`src/common/id_remap_pkg.sv`:
```
// Shared widths and channel payloads; ID widths are not defined here because they are module parameters.
package id_remap_pkg;

  // Address width of the AR and AW channels.
  localparam int unsigned ADDR_W = 32;
  // Read data width of the R channel.
  localparam int unsigned DATA_W = 32;
  // Width of the AXI burst length field.
  localparam int unsigned LEN_W = 8;

  typedef logic [ADDR_W-1:0] addr_t;
  typedef logic [DATA_W-1:0] data_t;
  typedef logic [LEN_W-1:0]  len_t;

  // AXI response code, OKAY, EXOKAY, SLVERR or DECERR.
  typedef logic [1:0] resp_t;

  // Request payload shared by AR and AW.
  // The ID travels on its own port because its width differs between the two sides.
  typedef struct packed {
    addr_t addr;
    len_t  len;
  } ax_chan_t;

  // Payload of one read beat.
  typedef struct packed {
    data_t data;
    resp_t resp;
    logic  last;
  } r_chan_t;

  // States of the request issue FSM.
  // The hold states keep a master request valid after the slave side was already pushed.
  typedef enum logic [1:0] {
    ST_READY,
    ST_HOLD_AR,
    ST_HOLD_AW,
    ST_HOLD_AX
  } issue_state_e;

endpackage

```
`src/id_remap_table/id_remap_table.sv`:
```
// Remap table for one direction; pushes must follow the admit rules of the issue FSM, pops need a live entry.
`timescale 1ns/1ps

module id_remap_table #(
  parameter int unsigned SLV_ID_W        = 6,
  parameter int unsigned MAX_UNIQ_IDS    = 4,
  parameter int unsigned MAX_TXNS_PER_ID = 2,
  localparam int unsigned OUP_ID_W = (MAX_UNIQ_IDS > 1) ? $clog2(MAX_UNIQ_IDS) : 1
) (
  input  logic                clk_i,
  input  logic                arst_n_i,
  input  logic                push_i,
  input  logic [OUP_ID_W-1:0] push_oup_id_i,
  input  logic [SLV_ID_W-1:0] lookup_inp_id_i,
  input  logic                pop_i,
  input  logic [OUP_ID_W-1:0] pop_oup_id_i,
  output logic                full_o,
  output logic [OUP_ID_W-1:0] free_oup_id_o,
  output logic                hit_o,
  output logic [OUP_ID_W-1:0] hit_oup_id_o,
  output logic                hit_full_o,
  output logic [SLV_ID_W-1:0] pop_inp_id_o
);

  // The counter must be able to hold the limit itself.
  localparam int unsigned CNT_W = $clog2(MAX_TXNS_PER_ID + 1);

  typedef logic [SLV_ID_W-1:0] slv_id_t;
  typedef logic [OUP_ID_W-1:0] oup_id_t;
  typedef logic [CNT_W-1:0]    cnt_t;

  // The table is indexed by output ID.
  // Each entry holds the input ID it serves and the number of bursts in flight.
  slv_id_t inp_id_q [MAX_UNIQ_IDS];
  cnt_t    cnt_q    [MAX_UNIQ_IDS];
  cnt_t    cnt_d    [MAX_UNIQ_IDS];

  logic [MAX_UNIQ_IDS-1:0] free;
  logic [MAX_UNIQ_IDS-1:0] match;

  // An entry is free when its counter is zero.
  // A live entry matches when it stores the ID on the slave request channel.
  always_comb begin
    for (int i = 0; i < MAX_UNIQ_IDS; i++) begin
      free[i]  = (cnt_q[i] == '0);
      match[i] = !free[i] && (inp_id_q[i] == lookup_inp_id_i);
    end
  end

  // Both searches walk down so that the lowest index wins.
  always_comb begin
    free_oup_id_o = '0;
    hit_oup_id_o  = '0;
    for (int i = MAX_UNIQ_IDS - 1; i >= 0; i--) begin
      if (free[i]) begin
        free_oup_id_o = oup_id_t'(i);
      end
      if (match[i]) begin
        hit_oup_id_o = oup_id_t'(i);
      end
    end
  end

  assign full_o     = ~|free;
  assign hit_o      = |match;
  assign hit_full_o = (cnt_q[hit_oup_id_o] == cnt_t'(MAX_TXNS_PER_ID));

  // The popped entry still holds its input ID in this cycle, so the response gets it directly.
  assign pop_inp_id_o = inp_id_q[pop_oup_id_i];

  // Push and pop may hit the same entry, and then the count is unchanged.
  always_comb begin
    for (int i = 0; i < MAX_UNIQ_IDS; i++) begin
      cnt_d[i] = cnt_q[i];
      if (push_i && (push_oup_id_i == oup_id_t'(i))) begin
        cnt_d[i] = cnt_d[i] + cnt_t'(1);
      end
      if (pop_i && (pop_oup_id_i == oup_id_t'(i))) begin
        cnt_d[i] = cnt_d[i] - cnt_t'(1);
      end
    end
  end

  always_ff @(posedge clk_i or negedge arst_n_i) begin
    if (!arst_n_i) begin
      cnt_q <= '{default: '0};
    end else begin
      cnt_q <= cnt_d;
    end
  end

  // The stored input ID only matters while the counter is nonzero.
  always_ff @(posedge clk_i) begin
    if (push_i) begin
      inp_id_q[push_oup_id_i] <= lookup_inp_id_i;
    end
  end

  // The issue FSM may only push to a free entry, or to the entry of the same ID below the limit.
  a_push_legal: assert property (@(posedge clk_i) disable iff (!arst_n_i)
    push_i |-> (cnt_q[push_oup_id_i] == '0) ||
               ((inp_id_q[push_oup_id_i] == lookup_inp_id_i) &&
                (cnt_q[push_oup_id_i] < cnt_t'(MAX_TXNS_PER_ID))));

  // A master response must belong to a burst that is still in flight.
  a_pop_live: assert property (@(posedge clk_i) disable iff (!arst_n_i)
    pop_i |-> cnt_q[pop_oup_id_i] != '0);

  // Two live entries never serve the same input ID.
  a_match_unique: assert property (@(posedge clk_i) disable iff (!arst_n_i)
    $onehot0(match));

endmodule

```
`src/hdl/id_remap_issue.sv`:
```
// Issue FSM for AR and AW; a request in a hold state blocks new requests on both channels until it is taken.
`timescale 1ns/1ps

module id_remap_issue import id_remap_pkg::*; #(
  parameter int unsigned MAX_UNIQ_IDS = 4,
  localparam int unsigned OUP_ID_W = (MAX_UNIQ_IDS > 1) ? $clog2(MAX_UNIQ_IDS) : 1
) (
  input  logic                clk_i,
  input  logic                arst_n_i,
  input  logic                slv_ar_valid_i,
  input  logic                slv_aw_valid_i,
  input  logic                mst_ar_ready_i,
  input  logic                mst_aw_ready_i,
  input  logic                rd_full_i,
  input  logic [OUP_ID_W-1:0] rd_free_oup_id_i,
  input  logic                rd_hit_i,
  input  logic [OUP_ID_W-1:0] rd_hit_oup_id_i,
  input  logic                rd_hit_full_i,
  input  logic                wr_full_i,
  input  logic [OUP_ID_W-1:0] wr_free_oup_id_i,
  input  logic                wr_hit_i,
  input  logic [OUP_ID_W-1:0] wr_hit_oup_id_i,
  input  logic                wr_hit_full_i,
  output logic                slv_ar_ready_o,
  output logic                slv_aw_ready_o,
  output logic                mst_ar_valid_o,
  output logic                mst_aw_valid_o,
  output logic [OUP_ID_W-1:0] mst_ar_id_o,
  output logic [OUP_ID_W-1:0] mst_aw_id_o,
  output logic                rd_push_o,
  output logic                wr_push_o
);

  typedef logic [OUP_ID_W-1:0] oup_id_t;

  issue_state_e state_q, state_d;
  oup_id_t      ar_id_q, aw_id_q;
  oup_id_t      rd_sel_id, wr_sel_id;
  logic         rd_admit, wr_admit;
  logic         ar_fwd, aw_fwd;
  logic         ar_stall, aw_stall;

  // A known ID is admitted below its limit, and a new ID needs a free entry.
  assign rd_admit = rd_hit_i ? !rd_hit_full_i : !rd_full_i;
  assign wr_admit = wr_hit_i ? !wr_hit_full_i : !wr_full_i;

  // A known ID keeps its output ID so that the master returns its bursts in order.
  assign rd_sel_id = rd_hit_i ? rd_hit_oup_id_i : rd_free_oup_id_i;
  assign wr_sel_id = wr_hit_i ? wr_hit_oup_id_i : wr_free_oup_id_i;

  // These only take effect in ST_READY.
  assign ar_fwd   = slv_ar_valid_i && rd_admit;
  assign aw_fwd   = slv_aw_valid_i && wr_admit;
  assign ar_stall = ar_fwd && !mst_ar_ready_i;
  assign aw_stall = aw_fwd && !mst_aw_ready_i;

  always_comb begin
    state_d        = state_q;
    mst_ar_valid_o = 1'b0;
    mst_aw_valid_o = 1'b0;
    slv_ar_ready_o = 1'b0;
    slv_aw_ready_o = 1'b0;
    rd_push_o      = 1'b0;
    wr_push_o      = 1'b0;
    mst_ar_id_o    = ar_id_q;
    mst_aw_id_o    = aw_id_q;
    unique case (state_q)
      ST_READY: begin
        // The table is pushed in the first cycle, whether or not the master takes the request.
        mst_ar_id_o    = rd_sel_id;
        mst_aw_id_o    = wr_sel_id;
        mst_ar_valid_o = ar_fwd;
        mst_aw_valid_o = aw_fwd;
        rd_push_o      = ar_fwd;
        wr_push_o      = aw_fwd;
        slv_ar_ready_o = ar_fwd && mst_ar_ready_i;
        slv_aw_ready_o = aw_fwd && mst_aw_ready_i;
        if (ar_stall && aw_stall) begin
          state_d = ST_HOLD_AX;
        end else if (ar_stall) begin
          state_d = ST_HOLD_AR;
        end else if (aw_stall) begin
          state_d = ST_HOLD_AW;
        end
      end
      ST_HOLD_AR: begin
        mst_ar_valid_o = 1'b1;
        slv_ar_ready_o = mst_ar_ready_i;
        if (mst_ar_ready_i) begin
          state_d = ST_READY;
        end
      end
      ST_HOLD_AW: begin
        mst_aw_valid_o = 1'b1;
        slv_aw_ready_o = mst_aw_ready_i;
        if (mst_aw_ready_i) begin
          state_d = ST_READY;
        end
      end
      ST_HOLD_AX: begin
        // Whichever side completes first leaves the other one held.
        mst_ar_valid_o = 1'b1;
        mst_aw_valid_o = 1'b1;
        slv_ar_ready_o = mst_ar_ready_i;
        slv_aw_ready_o = mst_aw_ready_i;
        unique case ({mst_ar_ready_i, mst_aw_ready_i})
          2'b11:   state_d = ST_READY;
          2'b10:   state_d = ST_HOLD_AW;
          2'b01:   state_d = ST_HOLD_AR;
          default: state_d = ST_HOLD_AX;
        endcase
      end
    endcase
  end

  always_ff @(posedge clk_i or negedge arst_n_i) begin
    if (!arst_n_i) begin
      state_q <= ST_READY;
    end else begin
      state_q <= state_d;
    end
  end

  // The held output IDs are captured only on the cycle a stall begins.
  always_ff @(posedge clk_i) begin
    if ((state_q == ST_READY) && ar_stall) begin
      ar_id_q <= rd_sel_id;
    end
    if ((state_q == ST_READY) && aw_stall) begin
      aw_id_q <= wr_sel_id;
    end
  end

  // A request the master has not taken stays valid with the same ID.
  a_ar_hold: assert property (@(posedge clk_i) disable iff (!arst_n_i)
    mst_ar_valid_o && !mst_ar_ready_i |=> mst_ar_valid_o && $stable(mst_ar_id_o));
  a_aw_hold: assert property (@(posedge clk_i) disable iff (!arst_n_i)
    mst_aw_valid_o && !mst_aw_ready_i |=> mst_aw_valid_o && $stable(mst_aw_id_o));

endmodule

```
`src/hdl/id_remap_top.sv`:
```
// ID remapper top; W passes outside this block, and master IDs are exactly the table index width.
`timescale 1ns/1ps

module id_remap_top import id_remap_pkg::*; #(
  parameter int unsigned SLV_ID_W        = 6,
  parameter int unsigned MAX_UNIQ_IDS    = 4,
  parameter int unsigned MAX_TXNS_PER_ID = 2,
  localparam int unsigned OUP_ID_W = (MAX_UNIQ_IDS > 1) ? $clog2(MAX_UNIQ_IDS) : 1
) (
  input  logic                clk_i,
  input  logic                arst_n_i,
  // Slave side with wide input IDs.
  input  ax_chan_t            slv_ar_i,
  input  logic [SLV_ID_W-1:0] slv_ar_id_i,
  input  logic                slv_ar_valid_i,
  output logic                slv_ar_ready_o,
  input  ax_chan_t            slv_aw_i,
  input  logic [SLV_ID_W-1:0] slv_aw_id_i,
  input  logic                slv_aw_valid_i,
  output logic                slv_aw_ready_o,
  output resp_t               slv_b_o,
  output logic [SLV_ID_W-1:0] slv_b_id_o,
  output logic                slv_b_valid_o,
  input  logic                slv_b_ready_i,
  output r_chan_t             slv_r_o,
  output logic [SLV_ID_W-1:0] slv_r_id_o,
  output logic                slv_r_valid_o,
  input  logic                slv_r_ready_i,
  // Master side with dense output IDs.
  output ax_chan_t            mst_ar_o,
  output logic [OUP_ID_W-1:0] mst_ar_id_o,
  output logic                mst_ar_valid_o,
  input  logic                mst_ar_ready_i,
  output ax_chan_t            mst_aw_o,
  output logic [OUP_ID_W-1:0] mst_aw_id_o,
  output logic                mst_aw_valid_o,
  input  logic                mst_aw_ready_i,
  input  resp_t               mst_b_i,
  input  logic [OUP_ID_W-1:0] mst_b_id_i,
  input  logic                mst_b_valid_i,
  output logic                mst_b_ready_o,
  input  r_chan_t             mst_r_i,
  input  logic [OUP_ID_W-1:0] mst_r_id_i,
  input  logic                mst_r_valid_i,
  output logic                mst_r_ready_o
);

  typedef logic [OUP_ID_W-1:0] oup_id_t;

  logic    rd_full, rd_hit, rd_hit_full, rd_push, rd_pop;
  logic    wr_full, wr_hit, wr_hit_full, wr_push, wr_pop;
  oup_id_t rd_free_oup_id, rd_hit_oup_id;
  oup_id_t wr_free_oup_id, wr_hit_oup_id;

  // Request payloads are not touched, only their IDs are replaced.
  assign mst_ar_o = slv_ar_i;
  assign mst_aw_o = slv_aw_i;

  // Responses pass straight back, and the tables restore their IDs.
  assign slv_b_o       = mst_b_i;
  assign slv_b_valid_o = mst_b_valid_i;
  assign mst_b_ready_o = slv_b_ready_i;
  assign slv_r_o       = mst_r_i;
  assign slv_r_valid_o = mst_r_valid_i;
  assign mst_r_ready_o = slv_r_ready_i;

  // A write burst ends with its B response, and a read burst ends with its last R beat.
  assign wr_pop = mst_b_valid_i && slv_b_ready_i;
  assign rd_pop = mst_r_valid_i && slv_r_ready_i && mst_r_i.last;

  id_remap_table #(
    .SLV_ID_W        (SLV_ID_W),
    .MAX_UNIQ_IDS    (MAX_UNIQ_IDS),
    .MAX_TXNS_PER_ID (MAX_TXNS_PER_ID)
  ) u_wr_table (
    .clk_i           (clk_i),
    .arst_n_i        (arst_n_i),
    .push_i          (wr_push),
    .push_oup_id_i   (mst_aw_id_o),
    .lookup_inp_id_i (slv_aw_id_i),
    .pop_i           (wr_pop),
    .pop_oup_id_i    (mst_b_id_i),
    .full_o          (wr_full),
    .free_oup_id_o   (wr_free_oup_id),
    .hit_o           (wr_hit),
    .hit_oup_id_o    (wr_hit_oup_id),
    .hit_full_o      (wr_hit_full),
    .pop_inp_id_o    (slv_b_id_o)
  );

  id_remap_table #(
    .SLV_ID_W        (SLV_ID_W),
    .MAX_UNIQ_IDS    (MAX_UNIQ_IDS),
    .MAX_TXNS_PER_ID (MAX_TXNS_PER_ID)
  ) u_rd_table (
    .clk_i           (clk_i),
    .arst_n_i        (arst_n_i),
    .push_i          (rd_push),
    .push_oup_id_i   (mst_ar_id_o),
    .lookup_inp_id_i (slv_ar_id_i),
    .pop_i           (rd_pop),
    .pop_oup_id_i    (mst_r_id_i),
    .full_o          (rd_full),
    .free_oup_id_o   (rd_free_oup_id),
    .hit_o           (rd_hit),
    .hit_oup_id_o    (rd_hit_oup_id),
    .hit_full_o      (rd_hit_full),
    .pop_inp_id_o    (slv_r_id_o)
  );

  // The push ID is the master ID, which the FSM drives in the push cycle.
  id_remap_issue #(
    .MAX_UNIQ_IDS (MAX_UNIQ_IDS)
  ) u_issue (
    .clk_i            (clk_i),
    .arst_n_i         (arst_n_i),
    .slv_ar_valid_i   (slv_ar_valid_i),
    .slv_aw_valid_i   (slv_aw_valid_i),
    .mst_ar_ready_i   (mst_ar_ready_i),
    .mst_aw_ready_i   (mst_aw_ready_i),
    .rd_full_i        (rd_full),
    .rd_free_oup_id_i (rd_free_oup_id),
    .rd_hit_i         (rd_hit),
    .rd_hit_oup_id_i  (rd_hit_oup_id),
    .rd_hit_full_i    (rd_hit_full),
    .wr_full_i        (wr_full),
    .wr_free_oup_id_i (wr_free_oup_id),
    .wr_hit_i         (wr_hit),
    .wr_hit_oup_id_i  (wr_hit_oup_id),
    .wr_hit_full_i    (wr_hit_full),
    .slv_ar_ready_o   (slv_ar_ready_o),
    .slv_aw_ready_o   (slv_aw_ready_o),
    .mst_ar_valid_o   (mst_ar_valid_o),
    .mst_aw_valid_o   (mst_aw_valid_o),
    .mst_ar_id_o      (mst_ar_id_o),
    .mst_aw_id_o      (mst_aw_id_o),
    .rd_push_o        (rd_push),
    .wr_push_o        (wr_push)
  );

  // A waiting slave request stays valid and unchanged, as the master sees its payload directly.
  a_slv_ar_stable: assert property (@(posedge clk_i) disable iff (!arst_n_i)
    slv_ar_valid_i && !slv_ar_ready_o |=>
      slv_ar_valid_i && $stable(slv_ar_id_i) && $stable(slv_ar_i));
  a_slv_aw_stable: assert property (@(posedge clk_i) disable iff (!arst_n_i)
    slv_aw_valid_i && !slv_aw_ready_o |=>
      slv_aw_valid_i && $stable(slv_aw_id_i) && $stable(slv_aw_i));

endmodule

```
`config.mk`:
```
export PLATFORM = sky130hd
export DESIGN_NAME = id_remap_top
export DESIGN_NICKNAME = d
export VERILOG_FILES = /design/src/common/id_remap_pkg.sv /design/src/id_remap_table/id_remap_table.sv /design/src/hdl/id_remap_issue.sv /design/src/hdl/id_remap_top.sv
export SDC_FILE = /design/constraint.sdc
export NUM_CORES = 1
export LEC_CHECK = 0
export ABC_CLOCK_PERIOD_IN_PS = 3700
export BUFFER_PORTS_ARGS = -buffer_cell sky130_fd_sc_hd__buf_2
export CAP_MARGIN = 20
export CORE_ASPECT_RATIO = 1.2
export CORE_MARGIN = 2
export CORE_UTILIZATION = 40
export DETAILED_ROUTE_END_ITERATION = 8
export HOLD_SLACK_MARGIN = 0.02
export PLACE_DENSITY = 0.73
export SETUP_SLACK_MARGIN = 0.4
export SYNTH_ARGS = -nofsm -noshare
export SYNTH_HDL_FRONTEND = slang
export SYNTH_SLANG_ARGS = --single-unit
```
`constraint.sdc`:
```
create_clock -name clk_i -period 3.7 [get_ports clk_i]
set_input_delay 0.555 -clock clk_i [delete_from_list [all_inputs] [get_ports clk_i]]
set_output_delay 0.555 -clock clk_i [all_outputs]
set_load 0.05 [all_outputs]
```
**After elaboration in Yosys (flattened, before gate mapping)**

Memory sizes are Yosys's and may differ from the RTL's.
Index checks and enable logic that the tools add are counted.

- Memory bits (writable): 48
- Logic and storage cells: 193
- Bits of input ports: 143
- Bits in registers: 22
- Output and inout bits: 141
- Memories: 2

Memory list:

| name | words | width | rd ports | clocked after memory_dff | wr ports | RTL line | RTL |
|---|---|---|---|---|---|---|---|
| u_rd_table.inp_id_q | 4 | 6 | 5 | 0 | 1 | id_remap_table.sv:34 | `slv_id_t inp_id_q [MAX_UNIQ_IDS];` |
| u_wr_table.inp_id_q | 4 | 6 | 5 | 0 | 1 | id_remap_table.sv:34 |  |

- Multiplexer cells: 61
- Bitwise logic cells: 2
- Add/sub/neg operators: 16
- Reduce and logical (&&, ||, !) cells: 68
- Magnitude comparators: 2
- Eq/ne operators: 31

Operators by type and width:

| cell | number |
|---|---|
| $mux 2 | 45 |
| $eq 6x6->1 | 8 |
| $logic_and 1x1->1 | 36 |
| $eq 2x2->1 const B | 14 |
| $logic_not 2->1 | 13 |
| $add 2x1->2 const B | 8 |
| $reduce_or 4->1 | 4 |
| $sub 2x1->2 const B | 8 |
| $eq 2x1->1 const B | 6 |
| $logic_not 1->1 | 12 |
| $bmux 2 s2 | 2 |
| $mux 1 | 8 |
| $pmux 1 s2 | 4 |
| $pmux 2 s4 | 1 |
| $ge 3x3->1 const B | 2 |
| $not 2->3 | 2 |
| $pmux 2 s3 | 1 |
| $ne 2x2->1 const B | 2 |
| $ne 4x1->1 const B | 1 |
| $reduce_or 2->1 | 2 |
| $reduce_and 3->1 | 1 |

**Longest topological paths before layout**

Gate-level depths: netlist of the first run.

- Depth in word-level cells: 20
- Mapped depth: 11

**By module**

A second synthesis of the first run with hierarchy kept.

- Cells, all modules: 467
- Area, all modules: 5074.9 um^2

By module, submodules not included:

| module | area each (um^2) | times used | cells each |
|---|---|---|---|
| id_remap_table at u_wr_table | 1858.0 | 1 | 153 |
| id_remap_table at u_rd_table | 1855.5 | 1 | 153 |
| id_remap_top | 920.9 | 1 | 123 |
| id_remap_issue | 440.4 | 1 | 38 |

**Worst setup path before layout of the first run**

Ideal clock, no wire load.

- Path kind: in2out
- From: input slv_aw_id_i[1]
- To: output slv_aw_ready_o
- Path slack: 625 ps
- Stages: 8
- Path buffers: 0
- Required time: 3145 ps
- Arrival: 2520 ps
- Path through: xor2_1 > nor4_4 > a21oi_1 > o311ai_4 > a41oi_4 > nor2_1 > nor2_1 > nor2b_1

- Word-level cells in the longest chain between the ends: 16
- Elaborated cells between the ends (all ways): 23
- Classes of those cells: eq/ne: 5; mux: 9; bitwise: 1; reduce/logical: 8

Ends and longest elaborated chain:

| what | RTL line | RTL |
|---|---|---|
| from (decl) | id_remap_top.sv:18 | `input logic [SLV_ID_W-1:0] slv_aw_id_i,` |
| $eq 6x6->1 | id_remap_table.sv:46 | `match[i] = !free[i] && (inp_id_q[i] == lookup_inp_id_i);` |
| $logic_and 1x1->1 | id_remap_table.sv:46 |  |
| $mux 2 (4 in series) | id_remap_table.sv:58 | `if (match[i]) begin` |
| $not 2->3 (implied by the code) | id_remap_table.sv:66 | `assign hit_full_o = (cnt_q[hit_oup_id_o] == cnt_t'(MAX_TXNS_PER_ID));` |
| $bmux 2 s2 | id_remap_table.sv:66 |  |
| $mux 2 (implied by the code) (2 in series) | id_remap_table.sv:66 |  |
| $eq 2x2->1 | id_remap_table.sv:66 |  |
| $logic_not 1->1 | id_remap_issue.sv:45 | `assign wr_admit = wr_hit_i ? !wr_hit_full_i : !wr_full_i;` |
| $mux 1 * | id_remap_issue.sv:45 |  |
| $logic_and 1x1->1 * | id_remap_issue.sv:53 | `assign aw_fwd = slv_aw_valid_i && wr_admit;` |
| $logic_and 1x1->1 * | id_remap_issue.sv:77 | `slv_aw_ready_o = aw_fwd && mst_aw_ready_i;` |
| $pmux 1 s2 * | id_remap_issue.sv:67 | `unique case (state_q)` |
| to (decl) | id_remap_top.sv:20 | `output logic slv_aw_ready_o,` |

Every way passes the cells marked *; elsewhere a longest branch is shown, timed or not. The select of a mux whose other input is x is not followed.

**Final worst setup path of the first run**

- From: register u_rd_table.cnt_q[4] (netlist name)
- To: output slv_ar_ready_o

- Word-level cells in the longest chain between the ends: 15
- Elaborated cells between the ends (all ways): 17
- Classes of those cells: eq/ne: 1; mux: 7; bitwise: 1; reduce/logical: 8

Ends and longest elaborated chain:

| what | RTL line | RTL |
|---|---|---|
| from (decl) | id_remap_table.sv:35 | `cnt_t cnt_q [MAX_UNIQ_IDS];` |
| from (signal assigned) | id_remap_table.sv:88 | `cnt_q <= cnt_d;` |
| $logic_not 2->1 | id_remap_table.sv:45 | `free[i] = (cnt_q[i] == '0);` |
| $logic_not 1->1 | id_remap_table.sv:46 |  |
| $logic_and 1x1->1 | id_remap_table.sv:46 |  |
| $mux 2 (2 in series) | id_remap_table.sv:58 |  |
| $not 2->3 (implied by the code) | id_remap_table.sv:66 |  |
| $bmux 2 s2 | id_remap_table.sv:66 |  |
| $mux 2 (implied by the code) (2 in series) | id_remap_table.sv:66 |  |
| $eq 2x2->1 | id_remap_table.sv:66 |  |
| $logic_not 1->1 | id_remap_issue.sv:44 | `assign rd_admit = rd_hit_i ? !rd_hit_full_i : !rd_full_i;` |
| $mux 1 * | id_remap_issue.sv:44 |  |
| $logic_and 1x1->1 * | id_remap_issue.sv:52 | `assign ar_fwd = slv_ar_valid_i && rd_admit;` |
| $logic_and 1x1->1 * | id_remap_issue.sv:76 | `slv_ar_ready_o = ar_fwd && mst_ar_ready_i;` |
| $pmux 1 s2 * | id_remap_issue.sv:67 |  |
| to (decl) | id_remap_top.sv:16 | `output logic slv_ar_ready_o,` |

Marked as above.

==> results.cfg, run 1 <==
[synth]
yosysSeqAreaShare_pct = 39.5
syn-cell-area_um2 = 5090
synth_compound_area_share_pct = 7.20
async_flop_share_pct = 25.7
yosys_warnings = 0
synthXorXnorAreaFrac_pct = 11.0
synth_edf_count = 52
netlist_instances = 488
synth_top_family_by_area = buffers and inverters
synth_top_area_share_pct = 30.7
yosys.area_share.adder_pct = 1.97
ys_seq_elements = 70
synth_nets = 639
synthMuxAreaShare_pct = 6.98
synth_area_per_cell_um2 = 10.4
synth_top_cell_by_area = edfxtp_1
synth_top_flop_cell = edfxtp_1
yosysUniqueCellTypes = 60
synth_area_leaders = edfxtp_1 (31%), buf_4 (18%), dfrtp_1 (8.8%)
synth-simple-area-share_pct = 13.0

[final_layout]
drive_above_1_share_pct = 25.1
final_cell_mix = edfxtp_1 (52), buf_2 (50), xor2_1 (42)
nets = 581
layout_commonest_cell = edfxtp_1
n_fill_cell = 1181
syn_to_final_growth_pct = -1.75
multi_input_area_um2 = 2080
n_antenna_cell = 0
final_cells = 599
regArea_um2 = 2010

[placement]
place_inst = 580
post-dp-hpwl_mm = 9.02
gp_congestion = 0.917
port_buffers = 51

[timing]
layout_min_cycle_time_ps = 3180
max_freq_mhz = 315
max_slew.worst_pin.slew_ps = 707
relSlewSlack_pct = 52.2
min_period_over_period_pct = 85.8
final-hold-violation-count = 0
rsz0062_at_grt = false
final-setup-viol-count = 0
finalMaxSlewViolations = 0
finalClockSkew_ps = 4.96
setup_tns_ps = 0

[drt]
avgViaCountPerCell = 5.56
drt_iter0_drc = 139
post_drt_wl_per_cell_um = 19.9
routed-via-count = 3333
drc = 0
dr.pass1.iters = 4
antenna_left = 0
wirelength_mm = 11.9

[die]
row_count = 45
core-area_um2 = 12600
dieHeight_um = 128
start_util_pct = 40.5
num_io_pins = 284
die_area_um2 = 13600
dieWidth_um = 107

[power_and_ir_drop]
seqPwrFrac_pct = 34.7
swShare_pct = 37.9
pwr_density_cell_nw_per_um2 = 622
p_int_w = 0.00193
p_leak_nw = 1.98
power_switching_w = 0.00118
combPwrFrac_pct = 38.0
peakVddDrop_v = 0.000373
clockPowerShare_pct = 27.3

[global_route]
grt_antenna_before_repair = 1
grt_max_degree = 19
grt_use_total_pct = 17.6
overflow = 0
grt_pass1_wl_mm = 18.2
grt_pass1_vias = 3459

[hold_path]
min_path_type = input pin to asynchronous set/reset pin

[setup_path]
cp-end-kind = primary output
cp_max_fo = 4
arrival_ps = 2620
critical_path_class = flip-flop to primary output
required_ps = 3140
worst_setup_path_start_kind = flip-flop

[status]
run_status = finished clean

[clock_network]
cts_made_buffers = 9
holdBufCountCts = 0
cts.clk_slew.worst_paths_ps = 60
cts_tree = built
clk_latency_ps = 340
clockRootBuffer = clkbuf_16
clock-sinks = 70
cts_htree_levels = 3
clockBufferDepth = 2

[run]
maxCapViolCount = 0
==> kinds of logic after synthesis <==
kind of cell	Yosys count
adders and majority gates	8
muxes	20
AOI/OAI and AO/OA	50
DFF	70
xor gates and xnor gates	64
and+or+nand+nor	123
buffers and inverters	153
==> cells in the mapped netlist, drive strengths merged (6+ instances only) <==
cell / n
xor2: 42
nor3: 14
nor4: 10
nand3: 6
edfxtp: 52
o21ai: 11
nand2: 36
mux4: 12
xnor2: 22
inv: 26
o22ai: 8
nor2: 23
ha: 8
a21oi: 11
buf: 123
mux2i: 7
dfrtp: 18
==> power by group through the flow <==
stage	clock [W]	combinational, W	sequential (W)
floorplan	0	0.00124	0.00107
global placement	0	0.00111	0.00109
detailed placement	0	0.00114	0.00109
CTS	0.000864	0.00116	0.00108
global route	0.000891	0.00129	0.00109
finish	0.000849	0.00118	0.00108
==> per-layer routing <==
| layer | wire length, um | vias to the layer above | GRT usage, % |
|---|---|---|---|
| met5 | 90 | - | 6.77 |
| met4 | 375 | 6 | 7.94 |
| met3 | 1520 | 52 | 11.3 |
| met2 | 5420 | 212 | 25.7 |
| met1 | 4500 | 1588 | 19.5 |
| li1 | - | 1475 | - |
==> layout make-up <==
type,instances,share of cell area (%)
inverters,27,2.13
clock buffers,11,4.65
flip-flops and latches,70,40.2
clock inverters,5,1.20
well taps,164,4.10
multi-input cells,265,41.6
repair buffers,57,6.05
==> final timing paths <==
path / startpoint / endpoint / slack, ps / cells past startpoint
worst min-delay path: arst_n_i / u_rd_table.cnt_q[2] / 160 / 1
worst min register to register: u_rd_table.cnt_q[4] / u_rd_table.cnt_q[5] / 540 / 1
worst max-delay path: u_rd_table.cnt_q[4] / slv_ar_ready_o / 520 / 9
max in group asynchronous: arst_n_i / u_rd_table.cnt_q[6] / 3220 / 1
worst max register to register: u_wr_table.cnt_q[6] / u_wr_table.cnt_q[3] / 710 / 11
min in group clk_i: mst_aw_ready_i / u_issue.state_q[1] / 410 / 2
==> worst max-delay path, cell delays in order, from the launching register on <==
cell and delay [ps]:
dfrtp_1 370, inv_1 90, ha_1 270, nor4_1 480, nand4_1 190, nand2b_1 180
and4b_1 170, a21oi_1 260, nor2b_1 70, buf_2 210
==> sequential cells by signal, summed over array words and instances, names as in the netlist <==
name and flops:
u_rd_table.inp_id_q 24, u_issue.aw_id_q 2, u_issue.state_q 2, u_issue.ar_id_q 2, u_rd_table.cnt_q 8, u_wr_table.inp_id_q 24, u_wr_table.cnt_q 8
==> through the flow <==
stage	hold slack (ps)	power [W]	util [%]	setup slack (ps)	area, um^2
after global routing	199	0.00327	39.8	392	5000
final	161	0.00311	39.8	525	5000
after CTS	178	0.00311	39.6	458	4970
after floorplan	259	0.00230	-	625	5090
after global placement	495	0.00220	37.0	354	4650
after detailed placement	520	0.00223	37.0	309	4650
==> timing repair <==
action	4_1_cts	5_1_grt
setup endpoints to repair	2	5
gates resized for setup	2	6
endpoints found under the hold margin	0	0
pin swaps	2	0
setup buffers	2	1
Power figures use the tool's default switching activity.
==> run 2: changes to the inputs <==
Settings changed: ABC_CLOCK_PERIOD_IN_PS 3700 to 3360, HOLD_SLACK_MARGIN 0.02 to unset.
Clock period 3.7 ns to 3.36 ns, I/O delays scaled along.
==> run 2 against run 1 <==
Against the previous run: sequential share of layout area decreased by 1.9 points; clock skew decreased by 0.66 ps; critical path type unchanged; utilization increased by 2.0 points; register-to-register slack got worse by 150 ps; largest power group unchanged; clock-buffer cell count decreased by 2; sequential power increased by 10%; power increased by 18%; hold slack got worse by 52 ps; design area increased by 5.1%; final cell count increased by 1.5%.
==> results.cfg, run 2 (synthesis gave the netlist of run 1 again) <==
[status]
run_status = finished clean

[final_layout]
final_cell_mix = edfxtp_1 (52), buf_2 (46), xor2_1 (40)
layout_commonest_cell = edfxtp_1
drive_above_1_share_pct = 31.3
syn_to_final_growth_pct = 3.29
nets = 590
reg_top3 = u_rd_table.inp_id_q (24), u_wr_table.inp_id_q (24)
n_antenna_cell = 0
n_fill_cell = 1168
fin_area_um2 = 5260

[die]
dieHeight_um = 128
start_util_pct = 40.5
die_area_um2 = 13600
row_count = 45
dieWidth_um = 107
num_io_pins = 284
core-area_um2 = 12600

[timing]
finalMaxSlewViolations = 0
relSlewSlack_pct = 58.4
final-hold-violation-count = 0
max_slew.worst_pin.slew_ps = 616
final-setup-viol-count = 0
rsz0062_at_grt = true
setup_tns_ps = 0
final.setup.worst_slack_ps = 396
layout_min_cycle_time_ps = 2960
max_freq_mhz = 337
min_period_over_period_pct = 88.2
finalClockSkew_ps = 4.30

[clock_network]
clockRootBuffer = clkbuf_16
cts.clk_slew.worst_paths_ps = 50
clockBufferDepth = 2
clk_latency_ps = 340
cts_htree_levels = 3
clock-sinks = 70
cts_tree = built
cts_made_buffers = 9

[hold_path]
min_path_type = input pin to asynchronous set/reset pin

[global_route]
grt_max_degree = 19
met1_usage_pct = 20.5
grtUsageMet3_pct = 10.5
overflow = 0
grt_pass1_vias = 3511
grt-busiest-layer = met2
grt_use_total_pct = 18.5
grt_pass1_wl_mm = 19.0
grt_antenna_before_repair = 0
grt_use_met2_pct = 27.9

[setup_path]
r2r_cells = 11
cp_slowest_stage_delay_ps = 390
path_cells = inv_1 -> ha_1 -> nor4_4 -> and3_4 -> o311ai_4 -> a41oi_4 -> nor2_2 -> nor2_4 -> nor2b_2 -> buf_6
cp-end-kind = primary output
required_ps = 2860
worst_setup_path_start_kind = flip-flop
cp_max_fo = 5
critical_path_class = flip-flop to primary output
cp_top_family = simple AND/OR/NAND/NOR gates
r2r_end = u_wr_table.cnt_q[3]
rr_startpoint = u_wr_table.cnt_q[2]
arrival_ps = 2460
cpMaxStageDelayCell = dfrtp_1
path_buf_inv = 2
ff2ff_setup_slack_ps = 560

[placement]
dp_slack_ps = 206
port_buffers = 51
placed_cell_area_um2 = 4670
post-dp-hpwl_mm = 9.55
gp_congestion = 0.916

[drt]
antenna_left = 0
dr.pass1.iters = 5
routed-via-count = 3369
drc = 0
post_drt_wl_per_cell_um = 20.9
wirelength_mm = 12.7
avgViaCountPerCell = 5.54
drt_iter0_drc = 200

[run]
maxCapViolCount = 0

[power_and_ir_drop]
peakVddDrop_v = 0.000336
pwr_density_cell_nw_per_um2 = 696
p_leak_nw = 2.04
==> run 2: how the worst max path moves through the flow <==
| stage | startpoint | endpoint | depth (start not counted) |
|---|---|---|---|
| 5_1_grt | u_wr_table.inp_id_q[1][3] | mst_aw_valid_o | 9 |
| 3_5_place_dp | slv_aw_id_i[5] | u_wr_table.cnt_q[3] | 11 |
| 3_3_place_gp | slv_aw_id_i[5] | u_wr_table.cnt_q[3] | 11 |
| 6_report | u_wr_table.cnt_q[2] | slv_aw_ready_o | 10 |
| 4_1_cts | u_wr_table.cnt_q[6] | slv_aw_ready_o | 10 |
| 2_1_floorplan | u_rd_table.cnt_q[2] | mst_ar_id_o[1] | 6 |
==> run 2: timing repair <==
| action | in CTS | in global routing |
|---|---|---|
| setup endpoints to repair | 10 | 8 |
| hold buffers | 0 | 0 |
| pin swaps | 4 | 15 |
| resized for setup | 18 | 23 |
| buffers inserted | 1 | 8 |
==> run 2: power breakdown <==
group | total [W] | switching [W] | internal [W]
combinational | 0.00147 | 0.000910 | 0.000559
clock | 0.00100 | 0.000357 | 0.000644
sequential | 0.00119 | 0.000102 | 0.00109
==> run 2: per-layer routing <==
metal / wire length [um] / part of all wire, %
met1: 4840 / 38
met2: 5840 / 46
met3: 1490 / 12
met4: 480 / 3.8
met5: 82 / 0.64
==> run 2: area by class of cell <==
| cell class | count | area (um^2) | share of cell area (%) |
|---|---|---|---|
| inverter | 27 | 106 | 2.02 |
| sequential | 70 | 2010 | 38.3 |
| clock inverter | 7 | 88.8 | 1.69 |
| tap | 164 | 205 | 3.90 |
| timing repair buffer | 66 | 388 | 7.38 |
| clock buffer | 9 | 225 | 4.28 |
| multi-input combinational | 265 | 2230 | 42.4 |
==> run 2: per-stage QoR <==
stage	instances	utilization (%)	hold WS (ps)	total power, W
global route	608	41.9	149	0.00386
CTS	600	40.5	127	0.00354
detailed placement	583	37.2	489	0.00249
floorplan	488	-	208	0.00254
global placement	583	37.2	479	0.00244
finish	608	41.9	109	0.00366
